==> config.mk <==
export PLATFORM = sky130hd
export DESIGN_NAME = riscvMulticycle
export DESIGN_NICKNAME = d
export VERILOG_FILES = /design/src/common/rv_pkg.sv /design/src/controller/aluDecoder.sv /design/src/controller/mainController.sv /design/src/datapath/alu.sv /design/src/datapath/datapath.sv /design/src/datapath/regFile.sv /design/src/verilog/riscvMulticycle.sv
export VERILOG_INCLUDE_DIRS = /design/src /design/src/common
export SDC_FILE = /design/constraint.sdc
export NUM_CORES = 2
export LEC_CHECK = 0
export BUFFER_PORTS_ARGS = -buffer_cell sky130_fd_sc_hd__buf_4
export CORE_MARGIN = 1.5
export CORE_UTILIZATION = 55
export CTS_BUF_LIST = sky130_fd_sc_hd__clkbuf_16
export CTS_CLUSTER_SIZE = 20
export DETAILED_ROUTE_END_ITERATION = 12
export PLACE_DENSITY_LB_ADDON = 0.12
export RECOVER_POWER = 100
export SLEW_MARGIN = 20
export SYNTH_ARGS = -nofsm -noshare
export SYNTH_HDL_FRONTEND = slang
export SYNTH_SLANG_ARGS = --single-unit
export TNS_END_PERCENT = 20
==> constraint.sdc <==
create_clock -name clk -period 42.6 [get_ports clk]
set_clock_uncertainty 0.15 [all_clocks]
set_input_delay 4.26 -clock clk [delete_from_list [all_inputs] [get_ports clk]]
set_output_delay 4.26 -clock clk [all_outputs]
set_load 0.1 [all_outputs]
==> src/common/rv_defs.svh <==
`ifndef RV_DEFS_SVH
`define RV_DEFS_SVH

// Data and address width, one word
`define RV_XLEN      32

// Architectural register count
`define RV_NREGS     32

`define RV_RESET_PC  32'h0000_0000

// Depth of the unified memory in words
`define RV_MEM_WORDS 256

`endif

==> src/common/rv_pkg.sv <==
package rv_pkg;

    // Standard RV32I major opcodes
    typedef enum logic [6:0] {
        opR      = 7'b0110011,
        opImm    = 7'b0010011,
        opLoad   = 7'b0000011,
        opStore  = 7'b0100011,
        opBranch = 7'b1100011,
        opJal    = 7'b1101111,
        opJalr   = 7'b1100111,
        opLui    = 7'b0110111
    } opcodeT;

    // Multicycle controller states
    typedef enum logic [3:0] {
        sFetch,
        sDecode,
        sExecImm,
        sExecR,
        sBranch,
        sJalTarget,
        sJalrTarget,
        sMemAddr,
        sAluWb,
        sMemRead,
        sMemWrite,
        sLoadWb,
        sLuiWb,
        sJumpWb
    } ctrlStateT;

    // Coarse ALU request from the controller
    typedef enum logic [1:0] {aluAdd, aluSub, aluFunct} aluOpT;

    typedef enum logic [2:0] {fAdd, fSub, fAnd, fOr, fSlt} aluFuncT;

    typedef enum logic [2:0] {immI, immS, immB, immU, immJ} immSrcT;

    typedef enum logic [1:0] {resAluOut, resData, resAluNow, resImm} resultSrcT;

    typedef enum logic [1:0] {aPc, aOldPc, aReg} srcAT;

    typedef enum logic [1:0] {bReg, bImm, bFour} srcBT;

    typedef struct packed {
        logic      pcUpdate;
        logic      branch;
        logic      adrSrc;
        logic      memWrite;
        logic      irWrite;
        logic      regWrite;
        resultSrcT resultSrc;
        srcAT      srcA;
        srcBT      srcB;
        aluOpT     aluOp;
        immSrcT    immSrc;
    } ctrlT;

endpackage

==> src/controller/aluDecoder.sv <==
`timescale 1ns/1ps

module aluDecoder (
    input  rv_pkg::aluOpT   aluOp,
    input  logic [2:0]      funct3,
    input  logic            funct7b5,
    input  logic            opb5,
    output rv_pkg::aluFuncT aluFunc
);
    import rv_pkg::*;

    logic isSub;

    // funct7 bit 5 means sub only for register-register forms
    assign isSub = opb5 & funct7b5;

    always_comb begin
        case (aluOp)
            aluAdd: aluFunc = fAdd;
            aluSub: aluFunc = fSub;
            aluFunct: begin
                case (funct3)
                    3'b000:  aluFunc = isSub ? fSub : fAdd;
                    3'b010:  aluFunc = fSlt;
                    3'b110:  aluFunc = fOr;
                    3'b111:  aluFunc = fAnd;
                    default: aluFunc = fAdd;
                endcase
            end
            default: aluFunc = fAdd;
        endcase
    end

endmodule

==> src/controller/mainController.sv <==
`timescale 1ns/1ps

module mainController (
    input  logic           clk,
    input  logic           rst,
    input  rv_pkg::opcodeT opcode,
    input  logic [2:0]     funct3,
    input  logic           taken,
    output rv_pkg::ctrlT   ctrl
);
    import rv_pkg::*;

    ctrlStateT state;
    ctrlStateT nextState;
    logic      wordAccess;

    // Only full-word loads and stores are implemented
    assign wordAccess = (funct3 == 3'b010);

    always_ff @(posedge clk or posedge rst) begin
        if (rst) begin
            state <= sFetch;
        end else begin
            state <= nextState;
        end
    end

    // ######################################
    // Next state
    // ######################################
    always_comb begin
        nextState = sFetch;
        case (state)
            sFetch: nextState = sDecode;
            sDecode: begin
                case (opcode)
                    opR:      nextState = sExecR;
                    opImm:    nextState = sExecImm;
                    opLoad,
                    opStore:  nextState = wordAccess ? sMemAddr : sFetch;
                    opBranch: nextState = sBranch;
                    opJal:    nextState = sJalTarget;
                    opJalr:   nextState = sJalrTarget;
                    opLui:    nextState = sLuiWb;
                    default:  nextState = sFetch;
                endcase
            end
            sExecR,
            sExecImm:    nextState = sAluWb;
            sMemAddr:    nextState = (opcode == opStore) ? sMemWrite : sMemRead;
            sMemRead:    nextState = sLoadWb;
            sJalTarget,
            sJalrTarget: nextState = sJumpWb;
            default:     nextState = sFetch;
        endcase
    end

    // ######################################
    // State decode
    // ######################################
    always_comb begin
        ctrl = '0;
        case (state)
            sFetch: begin
                // PC + 4 goes straight back into PC
                ctrl.irWrite   = 1'b1;
                ctrl.pcUpdate  = 1'b1;
                ctrl.srcA      = aPc;
                ctrl.srcB      = bFour;
                ctrl.resultSrc = resAluNow;
            end
            sDecode: begin
                // Branch target into ALU-out ahead of time
                ctrl.srcA   = aOldPc;
                ctrl.srcB   = bImm;
                ctrl.immSrc = immB;
            end
            sExecR: begin
                ctrl.srcA  = aReg;
                ctrl.srcB  = bReg;
                ctrl.aluOp = aluFunct;
            end
            sExecImm: begin
                ctrl.srcA   = aReg;
                ctrl.srcB   = bImm;
                ctrl.immSrc = immI;
                ctrl.aluOp  = aluFunct;
            end
            sMemAddr: begin
                ctrl.srcA   = aReg;
                ctrl.srcB   = bImm;
                ctrl.immSrc = (opcode == opStore) ? immS : immI;
            end
            sMemRead: begin
                ctrl.adrSrc    = 1'b1;
                ctrl.resultSrc = resAluOut;
            end
            sMemWrite: begin
                ctrl.adrSrc    = 1'b1;
                ctrl.memWrite  = 1'b1;
                ctrl.resultSrc = resAluOut;
            end
            sAluWb: begin
                ctrl.resultSrc = resAluOut;
                ctrl.regWrite  = 1'b1;
            end
            sLoadWb: begin
                ctrl.resultSrc = resData;
                ctrl.regWrite  = 1'b1;
            end
            sBranch: begin
                // Compare rs1 against rs2, target already waits in ALU-out
                ctrl.srcA      = aReg;
                ctrl.srcB      = bReg;
                ctrl.aluOp     = aluSub;
                ctrl.branch    = 1'b1;
                ctrl.resultSrc = resAluOut;
                ctrl.pcUpdate  = taken;
            end
            sJalTarget: begin
                ctrl.srcA      = aOldPc;
                ctrl.srcB      = bImm;
                ctrl.immSrc    = immJ;
                ctrl.resultSrc = resAluNow;
                ctrl.pcUpdate  = 1'b1;
            end
            sJalrTarget: begin
                ctrl.srcA      = aReg;
                ctrl.srcB      = bImm;
                ctrl.immSrc    = immI;
                ctrl.resultSrc = resAluNow;
                ctrl.pcUpdate  = 1'b1;
            end
            sJumpWb: begin
                // Link address is the old PC plus four
                ctrl.srcA      = aOldPc;
                ctrl.srcB      = bFour;
                ctrl.resultSrc = resAluNow;
                ctrl.regWrite  = 1'b1;
            end
            sLuiWb: begin
                ctrl.immSrc    = immU;
                ctrl.resultSrc = resImm;
                ctrl.regWrite  = 1'b1;
            end
            default: begin
            end
        endcase
    end

endmodule

==> src/datapath/alu.sv <==
`timescale 1ns/1ps
`include "rv_defs.svh"

module alu (
    input  logic [`RV_XLEN-1:0] a,
    input  logic [`RV_XLEN-1:0] b,
    input  rv_pkg::aluFuncT     func,
    output logic [`RV_XLEN-1:0] y,
    output logic                zero,
    output logic                neg
);
    import rv_pkg::*;

    logic [`RV_XLEN-1:0] diff;
    logic                overflow;

    assign diff = a - b;

    // Signed a < b, sign of the difference fixed up on overflow
    assign overflow = (a[`RV_XLEN-1] ^ b[`RV_XLEN-1]) & (diff[`RV_XLEN-1] ^ a[`RV_XLEN-1]);
    assign neg      = diff[`RV_XLEN-1] ^ overflow;

    always_comb begin
        case (func)
            fAdd:    y = a + b;
            fSub:    y = diff;
            fAnd:    y = a & b;
            fOr:     y = a | b;
            fSlt:    y = {{(`RV_XLEN-1){1'b0}}, neg};
            default: y = '0;
        endcase
    end

    assign zero = (y == '0);

endmodule

==> src/datapath/datapath.sv <==
`timescale 1ns/1ps
`include "rv_defs.svh"

module datapath (
    input  logic                clk,
    input  logic                rst,
    input  rv_pkg::ctrlT        ctrl,
    input  rv_pkg::aluFuncT     aluFunc,
    input  logic [`RV_XLEN-1:0] memRData,
    output logic [`RV_XLEN-1:0] memAddr,
    output logic [`RV_XLEN-1:0] memWData,
    output rv_pkg::opcodeT      opcode,
    output logic [2:0]          funct3,
    output logic                funct7b5,
    output logic                taken
);
    import rv_pkg::*;

    logic [`RV_XLEN-1:0] pc;
    logic [`RV_XLEN-1:0] oldPc;
    logic [`RV_XLEN-1:0] instr;
    logic [`RV_XLEN-1:0] data;
    logic [`RV_XLEN-1:0] opA;
    logic [`RV_XLEN-1:0] opB;
    logic [`RV_XLEN-1:0] aluOut;
    logic [`RV_XLEN-1:0] rd1;
    logic [`RV_XLEN-1:0] rd2;
    logic [`RV_XLEN-1:0] immExt;
    logic [`RV_XLEN-1:0] srcAVal;
    logic [`RV_XLEN-1:0] srcBVal;
    logic [`RV_XLEN-1:0] aluResult;
    logic [`RV_XLEN-1:0] result;
    logic                zero;
    logic                neg;
    logic                cond;

    assign opcode   = opcodeT'(instr[6:0]);
    assign funct3   = instr[14:12];
    assign funct7b5 = instr[30];

    // ######################################
    // Architectural registers
    // ######################################
    always_ff @(posedge clk or posedge rst) begin
        if (rst) begin
            pc <= `RV_RESET_PC;
        end else if (ctrl.pcUpdate) begin
            pc <= {result[`RV_XLEN-1:1], 1'b0};
        end
    end

    always_ff @(posedge clk) begin
        if (ctrl.irWrite) begin
            instr <= memRData;
            oldPc <= pc;
        end
    end

    // Staging registers reload every cycle
    always_ff @(posedge clk) begin
        data   <= memRData;
        opA    <= rd1;
        opB    <= rd2;
        aluOut <= aluResult;
    end

    regFile regs (
        .clk (clk),
        .rst (rst),
        .ra1 (instr[19:15]),
        .ra2 (instr[24:20]),
        .wa  (instr[11:7]),
        .we  (ctrl.regWrite),
        .wd  (result),
        .rd1 (rd1),
        .rd2 (rd2)
    );

    always_comb begin
        case (ctrl.immSrc)
            immI:    immExt = {{20{instr[31]}}, instr[31:20]};
            immS:    immExt = {{20{instr[31]}}, instr[31:25], instr[11:7]};
            immB:    immExt = {{20{instr[31]}}, instr[7], instr[30:25], instr[11:8], 1'b0};
            immU:    immExt = {instr[31:12], 12'b0};
            immJ:    immExt = {{12{instr[31]}}, instr[19:12], instr[20], instr[30:21], 1'b0};
            default: immExt = '0;
        endcase
    end

    // ######################################
    // ALU operands and result
    // ######################################
    always_comb begin
        case (ctrl.srcA)
            aPc:     srcAVal = pc;
            aOldPc:  srcAVal = oldPc;
            aReg:    srcAVal = opA;
            default: srcAVal = '0;
        endcase
        case (ctrl.srcB)
            bReg:    srcBVal = opB;
            bImm:    srcBVal = immExt;
            bFour:   srcBVal = `RV_XLEN'd4;
            default: srcBVal = '0;
        endcase
    end

    alu mainAlu (
        .a    (srcAVal),
        .b    (srcBVal),
        .func (aluFunc),
        .y    (aluResult),
        .zero (zero),
        .neg  (neg)
    );

    always_comb begin
        case (ctrl.resultSrc)
            resAluOut: result = aluOut;
            resData:   result = data;
            resAluNow: result = aluResult;
            resImm:    result = immExt;
            default:   result = aluOut;
        endcase
    end

    // beq, bne, blt
    always_comb begin
        case (funct3)
            3'b000:  cond = zero;
            3'b001:  cond = ~zero;
            3'b100:  cond = neg;
            default: cond = 1'b0;
        endcase
    end

    assign taken    = ctrl.branch & cond;
    assign memAddr  = ctrl.adrSrc ? result : pc;
    assign memWData = opB;

endmodule

==> src/datapath/regFile.sv <==
`timescale 1ns/1ps
`include "rv_defs.svh"

module regFile (
    input  logic                clk,
    input  logic                rst,
    input  logic [4:0]          ra1,
    input  logic [4:0]          ra2,
    input  logic [4:0]          wa,
    input  logic                we,
    input  logic [`RV_XLEN-1:0] wd,
    output logic [`RV_XLEN-1:0] rd1,
    output logic [`RV_XLEN-1:0] rd2
);

    logic [`RV_XLEN-1:0] regs [`RV_NREGS];

    // x0 is cleared by reset and never written
    always_ff @(posedge clk or posedge rst) begin
        if (rst) begin
            for (int i = 0; i < `RV_NREGS; i++) begin
                regs[i] <= '0;
            end
        end else if (we && (wa != 5'd0)) begin
            regs[wa] <= wd;
        end
    end

    assign rd1 = regs[ra1];
    assign rd2 = regs[ra2];

endmodule

==> src/verilog/riscvMulticycle.sv <==
`timescale 1ns/1ps
`include "rv_defs.svh"

module riscvMulticycle (
    input  logic                clk,
    input  logic                rst,
    output logic [`RV_XLEN-1:0] memAddr,
    output logic [`RV_XLEN-1:0] memWData,
    output logic                memWrite,
    input  logic [`RV_XLEN-1:0] memRData
);
    import rv_pkg::*;

    ctrlT       ctrl;
    opcodeT     opcode;
    aluFuncT    aluFunc;
    logic [2:0] funct3;
    logic       funct7b5;
    logic       taken;

    mainController mainCtrl (
        .clk    (clk),
        .rst    (rst),
        .opcode (opcode),
        .funct3 (funct3),
        .taken  (taken),
        .ctrl   (ctrl)
    );

    // Opcode bit 5 tells R-type sub from addi
    aluDecoder aluDec (
        .aluOp    (ctrl.aluOp),
        .funct3   (funct3),
        .funct7b5 (funct7b5),
        .opb5     (opcode[5]),
        .aluFunc  (aluFunc)
    );

    datapath dp (
        .clk      (clk),
        .rst      (rst),
        .ctrl     (ctrl),
        .aluFunc  (aluFunc),
        .memRData (memRData),
        .memAddr  (memAddr),
        .memWData (memWData),
        .opcode   (opcode),
        .funct3   (funct3),
        .funct7b5 (funct7b5),
        .taken    (taken)
    );

    assign memWrite = ctrl.memWrite;

endmodule
Yosys cells after proc, flatten, opt, wreduce, memory -nomap -nowiden
Cells that the tools add are included.
{"block": "word_totals", "out_inout_bits": 65, "inputBits": 34, "reg_bits": 1250, "elab_cells": 156}
{"block": "op_classes", "mux": 34, "magnitude_cmp": 4, "addsub": 2, "n_eq_ne": 43, "bitwise": 12, "n_reduce_logical": 21}
{"cell": "$bwmux W1024", "n": 1}
{"cell": "$bmux W32 S5", "n": 2}
{"cell": "$pmux W32 S5", "n": 2}
{"cell": "$mux W32", "n": 6}
{"cell": "$pmux W32 S3", "n": 2}
{"cell": "$demux W32 S5", "n": 1}
{"cell": "$pmux W32 S4", "n": 1}
{"cell": "$add A32 B32 Y32", "n": 1}
{"cell": "$and A32 B32 Y32", "n": 1}
{"cell": "$logic_not A32 Y1", "n": 1}
{"cell": "$or A32 B32 Y32", "n": 1}
{"cell": "$sub A32 B32 Y32", "n": 1}
{"cell": "$pmux W4 S7", "n": 1}
{"cell": "$eq A4 B4 Y1 const B", "n": 6}
{"cell": "$pmux W3 S4", "n": 2}
{"cell": "$pmux W4 S6", "n": 1}
{"cell": "$eq A7 B6 Y1 const B", "n": 3}
{"cell": "$eq A7 B7 Y1 const B", "n": 3}
{"cell": "$pmux W4 S5", "n": 1}
{"cell": "$ge A6 B6 Y1 const B", "n": 3}
{"cell": "$not A5 Y6", "n": 3}
{"cell": "$eq A4 B3 Y1 const B", "n": 4}
{"cell": "$eq A3 B2 Y1 const B", "n": 5}
{"cell": "$eq A3 B3 Y1 const B", "n": 5}
{"cell": "other kinds (27)", "n": 59}

Logic depth before layout (Yosys ltp)
{"block": "depth", "ltp_word": 16, "mapped_depth": 34, "mapped_depth_nobuf": 30}

Cells and area by module
A second synthesis with hierarchy kept.
{"block": "hier_totals", "cells_unflattened": 6311, "area_unflattened_um2": 70490.1}
{"module": "regFile", "n_inst": 1, "cells_each": 4602, "area_each_um2": 55946.2, "seq_area_each_um2": 25624.6}
{"module": "datapath", "n_inst": 1, "cells_each": 827, "area_each_um2": 8757.1, "seq_area_each_um2": 5230.0}
{"module": "alu", "n_inst": 1, "cells_each": 778, "area_each_um2": 5076.1, "seq_area_each_um2": 0.0}
{"module": "mainController", "n_inst": 1, "cells_each": 93, "area_each_um2": 618.1, "seq_area_each_um2": 100.1}
{"module": "aluDecoder", "n_inst": 1, "cells_each": 11, "area_each_um2": 92.6, "seq_area_each_um2": 0.0}

Worst setup path before layout
Ideal clock, no wire load.
{"block": "synth_path", "path_type": "flip-flop to output port", "startpoint": "register dp.instr[20]", "endpoint": "output port memAddr[26]", "stages_incl_launch_ff": 24, "arrival_ns": 7.180, "setup_slack_ns": 31.010, "t_required_ns": 38.190, "n_path_buf": 4, "cell_sequence": "edfxtp_1 clkbuf_1 buf_1 buf_1 nor3b_1 a21oi_1 o21ai_0 ha_1 inv_1 fa_1 a21o_1 a311o_1 a31oi_1 a21oi_1 o21ai_0 o21ai_0 o211ai_1 xor2_1 o22ai_1 a222oi_1 nand2_1 o21ai_0 clkbuf_1 o21ai_0"}
{"block": "synth_between", "elab_chain_len": 6, "elab_cells_between_ends": 7, "classes_between": "add/sub: 2; mux: 5"}
{"element": "start, declared", "line_no": "datapath.sv:21", "text": "logic [`RV_XLEN-1:0] instr;"}
{"element": "start signal, assigned", "line_no": "datapath.sv:54", "text": "instr <= memRData;"}
{"element": "$pmux W32 S5 *", "line_no": "datapath.sv:80", "text": "case (ctrl.immSrc)"}
{"element": "$pmux W32 S3 *", "line_no": "datapath.sv:100", "text": "case (ctrl.srcB)"}
{"element": "$sub A32 B32 Y32 / $add A32 B32 Y32 (equally long branches)", "line_no": "alu.sv:17, alu.sv:25"}
{"element": "$pmux W32 S5 *", "line_no": "alu.sv:24", "text": "case (func)"}
{"element": "net dp.aluResult[26]", "line_no": "datapath.sv:31", "text": "logic [`RV_XLEN-1:0] aluResult;"}
{"element": "$pmux W32 S4 *", "line_no": "datapath.sv:118", "text": "case (ctrl.resultSrc)"}
{"element": "$mux W32 *", "line_no": "datapath.sv:138", "text": "assign memAddr = ctrl.adrSrc ? result : pc;"}
{"element": "end, declared", "line_no": "riscvMulticycle.sv:7", "text": "output logic [`RV_XLEN-1:0] memAddr,"}
The timed path passes the listed nets; every way through them passes the cells marked *.

==> out/results.ini <==
[status]
outcome = finished, violations left
violations = max-capacitance violations, max-slew violations

[logic_synthesis]
synth.avg_cell_area_um2 = 11.3
synthCells = 5712
synth_nets = 5846
yosysWarnings = 0
synthArstFlopShare_pct = 84.7
ys_seq_area_share_pct = 47.8
yosys_register_bits = 1250
ys_top_cells_by_area = dfrtp_1, mux4_2, o21ai_0
synth_ff_type = dfrtp_1
synth_edf_count = 63
synth.distinct_cells = 82
synth_area_um2 = 64700
yosys.area.top_type = dfrtp_1
synth_top_area_share_pct = 41.0

[final_layout]
final_core_util_pct = 60.4
fin_nets = 5636
areaGrowthSynthToFinish_pct = 8.64
n_fill_cell = 9664
final_common_cell = nand2_1
drive_gt1_share_pct = 18.5
final_cell_mix = nand2_1, o21ai_0, dfrtp_1

[floorplan]
die_h_um = 346
die-area_um2 = 120000
die-width_um = 346
row_count = 125
start_util_pct = 55.6
ioPinCount = 99
core-area_um2 = 116000

[worst_setup_path]
rr_startpoint = dp.instr[20]
reg2reg_depth = 7
required_ns = 42.31
critical_path_depth = 6
worst-path-max-fanout = 95
critPathKind = in -> async
cpMostUsedCell = clkbuf_1
r2r_slack_ns = 27.50
rr_endpoint = dp.memWData[12]
crit_chain = clkbuf_4 > clkinvlp_2 > clkbuf_1 > clkbuf_1 > clkbuf_1 > clkbuf_1
crit_path_start = rst
endpoint = dp.regs.regs[403]
cp_slowest_cell = clkbuf_1
slowest_delay_ns = 3.09
cp-end-kind = asynchronous set/reset pin
cp-start-kind = primary input
cp_top_family = buffers and inverters
critical_path_arrival_ns = 17.44
cp_num_buf_inv = 6

[min_path]
min_from = dp.regs.regs[1018]
hold_class = reg -> reg

[routing]
vias = 47200
routed_via_density = 6.61
dr.pass1.iters = 7
drc_errors = 0
first_iter_violations = 4932
finalWirelength_um = 220000
wl_per_cell_um = 30.8
antenna_left = 0

[placement]
portBuffers = 98
finalWeightedCongestion = 1.00
hpwl_um = 132000

[sta]
worst_pin_slew_ns = 7.24
rsz0062_at_grt = false
maxSlewViolCount = 2495
hold_viol = 0
finalCritPeriodShare_pct = 41.6
slew_headroom_pct = -382
hold_ws_ns = 0.243
setup_viol = 0
max_freq_mhz = 56.4
period_minus_slack_ns = 17.73
setup_tns_ns = 0

[cts]
path_clk_slew_ns = 0.06
cts.sinks = 1250
post_cts_resized = 0
post_cts_buffers = 0
clk_latency_ns = 0.76
htreeDepth = 4
hold_buffers = 0
clockBufferDepth = 3
cts_buffers = 134
root_buffer = clkbuf_16
cts_tree = yes

[global_routing]
grt_overflow = 0
antenna_found_initial = 3
grt_pass1_vias = 47200
grt_max_degree = 116
grt.total_usage_pct = 37.3
grt_pass1_wl_um = 323000

[job]
max_cap_viol_count = 52

[power_and_ir_drop]
powerDensity_nw_per_um2 = 92.0
p_leak_nw = 29.7
peakVddDrop_mv = 0.0801

-- synth_stat cells, types with 6 or more instances --
library cell / count
and3_1: 7
o221ai_1: 16
mux2_2: 64
nor2b_1: 18
a22oi_1: 15
nand3_1: 25
nor4_1: 13
nand2b_1: 13
o311ai_0: 6
a21boi_0: 7
nand4_1: 12
a21oi_1: 110
mux2i_1: 39
a21o_1: 13
or4_1: 8
a31oi_1: 8
buf_1: 66
a222oi_1: 53
dfxtp_1: 128
mux4_2: 640
nor2_1: 86
or3_1: 8
and2_1: 9
or2_2: 15
edfxtp_1: 63
o21ai_0: 1092
nand2_1: 1153
o21a_1: 14
nor3_1: 27
o22ai_1: 18
ha_1: 97
inv_1: 139
dfrtp_1: 1059
a211oi_1: 18
o21bai_1: 9
clkbuf_1: 499
o211ai_1: 34
xnor2_1: 18
-- where the power goes --
group / total (mW) / internal [mW] / switching, mW / leakage (nW)
sequential: 1.92 / 1.60 / 0.325 / 16.3
combinational: 3.36 / 1.10 / 2.27 / 11.1
clock: 1.18 / 0.678 / 0.506 / 2.27
total: 6.47 / 3.37 / 3.10 / 29.7
-- worst reg2reg max path: cells and delay by family (launching register included) --
family                 cells  cell delay (ns)
buffers and inverters      4            12.69
muxes                      3             1.57
DFF                        1             0.57
-- worst min-delay path by stage --
stage	endpoint	cells after the start
3_5_place_dp	dp.regs.regs[1001]	0
4_1_cts	dp.regs.regs[1001]	0
3_3_place_gp	dp.regs.regs[1003]	0
5_1_grt	dp.regs.regs[1012]	0
2_1_floorplan	dp.regs.regs[1000]	1
6_report	dp.regs.regs[1018]	0
-- metal layers --
metal | up-vias | track usage [%] | wire length, µm
li1 | 20400 | - | -
met1 | 24000 | 48.3 | 85100
met2 | 2132 | 58.2 | 101000
met3 | 613 | 8.53 | 18800
met4 | 4 | 21.9 | 15600
met5 | - | 0 | 26
-- area by class of cell --
| cell class | count | area (µm²) | area share [%] |
|---|---|---|---|
| Antenna cell | 1 | 2.50 | 0.00356 |
| Timing Repair Buffer | 228 | 1210 | 1.72 |
| Clock inverter | 108 | 905 | 1.29 |
| Sequential cell | 1250 | 31000 | 44.0 |
| Clock buffer | 140 | 3500 | 4.98 |
| Multi-Input combinational cell | 3749 | 31300 | 44.5 |
| Tap cell | 1524 | 1910 | 2.71 |
| Inverter | 139 | 523 | 0.744 |
-- registers in the layout (all words and copies together), names as in the netlist --
register / count
dp.regs.regs: 1024
dp.aluOut: 32
dp.data: 32
dp.instr: 32
dp.memWData: 32
dp.opA: 32
dp.oldPc: 31
dp.pc: 31
mainCtrl.state: 4
-- cells by family after synthesis --
group,synth area share (%)
adders and majority gates,1.97
buffers and inverters,4.26
DFF,47.8
muxes,24.0
xor gates and xnor gates,0.257
AOI/OAI and AO/OA,12.8
and+or+nand+nor,8.87
-- through the flow --
| step | area [µm²] | setup WS, ns | total power [mW] | instances |
|---|---|---|---|---|
| 2_1_floorplan | 64700 | 8.38 | 4.20 | 5712 |
| 3_3_place_gp | 66500 | 31.37 | 5.27 | 6889 |
| 3_5_place_dp | 66500 | 31.27 | 5.31 | 6889 |
| 4_1_cts | 70900 | 30.41 | 6.50 | 7137 |
| 5_1_grt | 70300 | 22.14 | 6.80 | 7138 |
| 6_report | 70300 | 24.87 | 6.47 | 7139 |
Note: power is estimated with default switching activity, not from simulation.
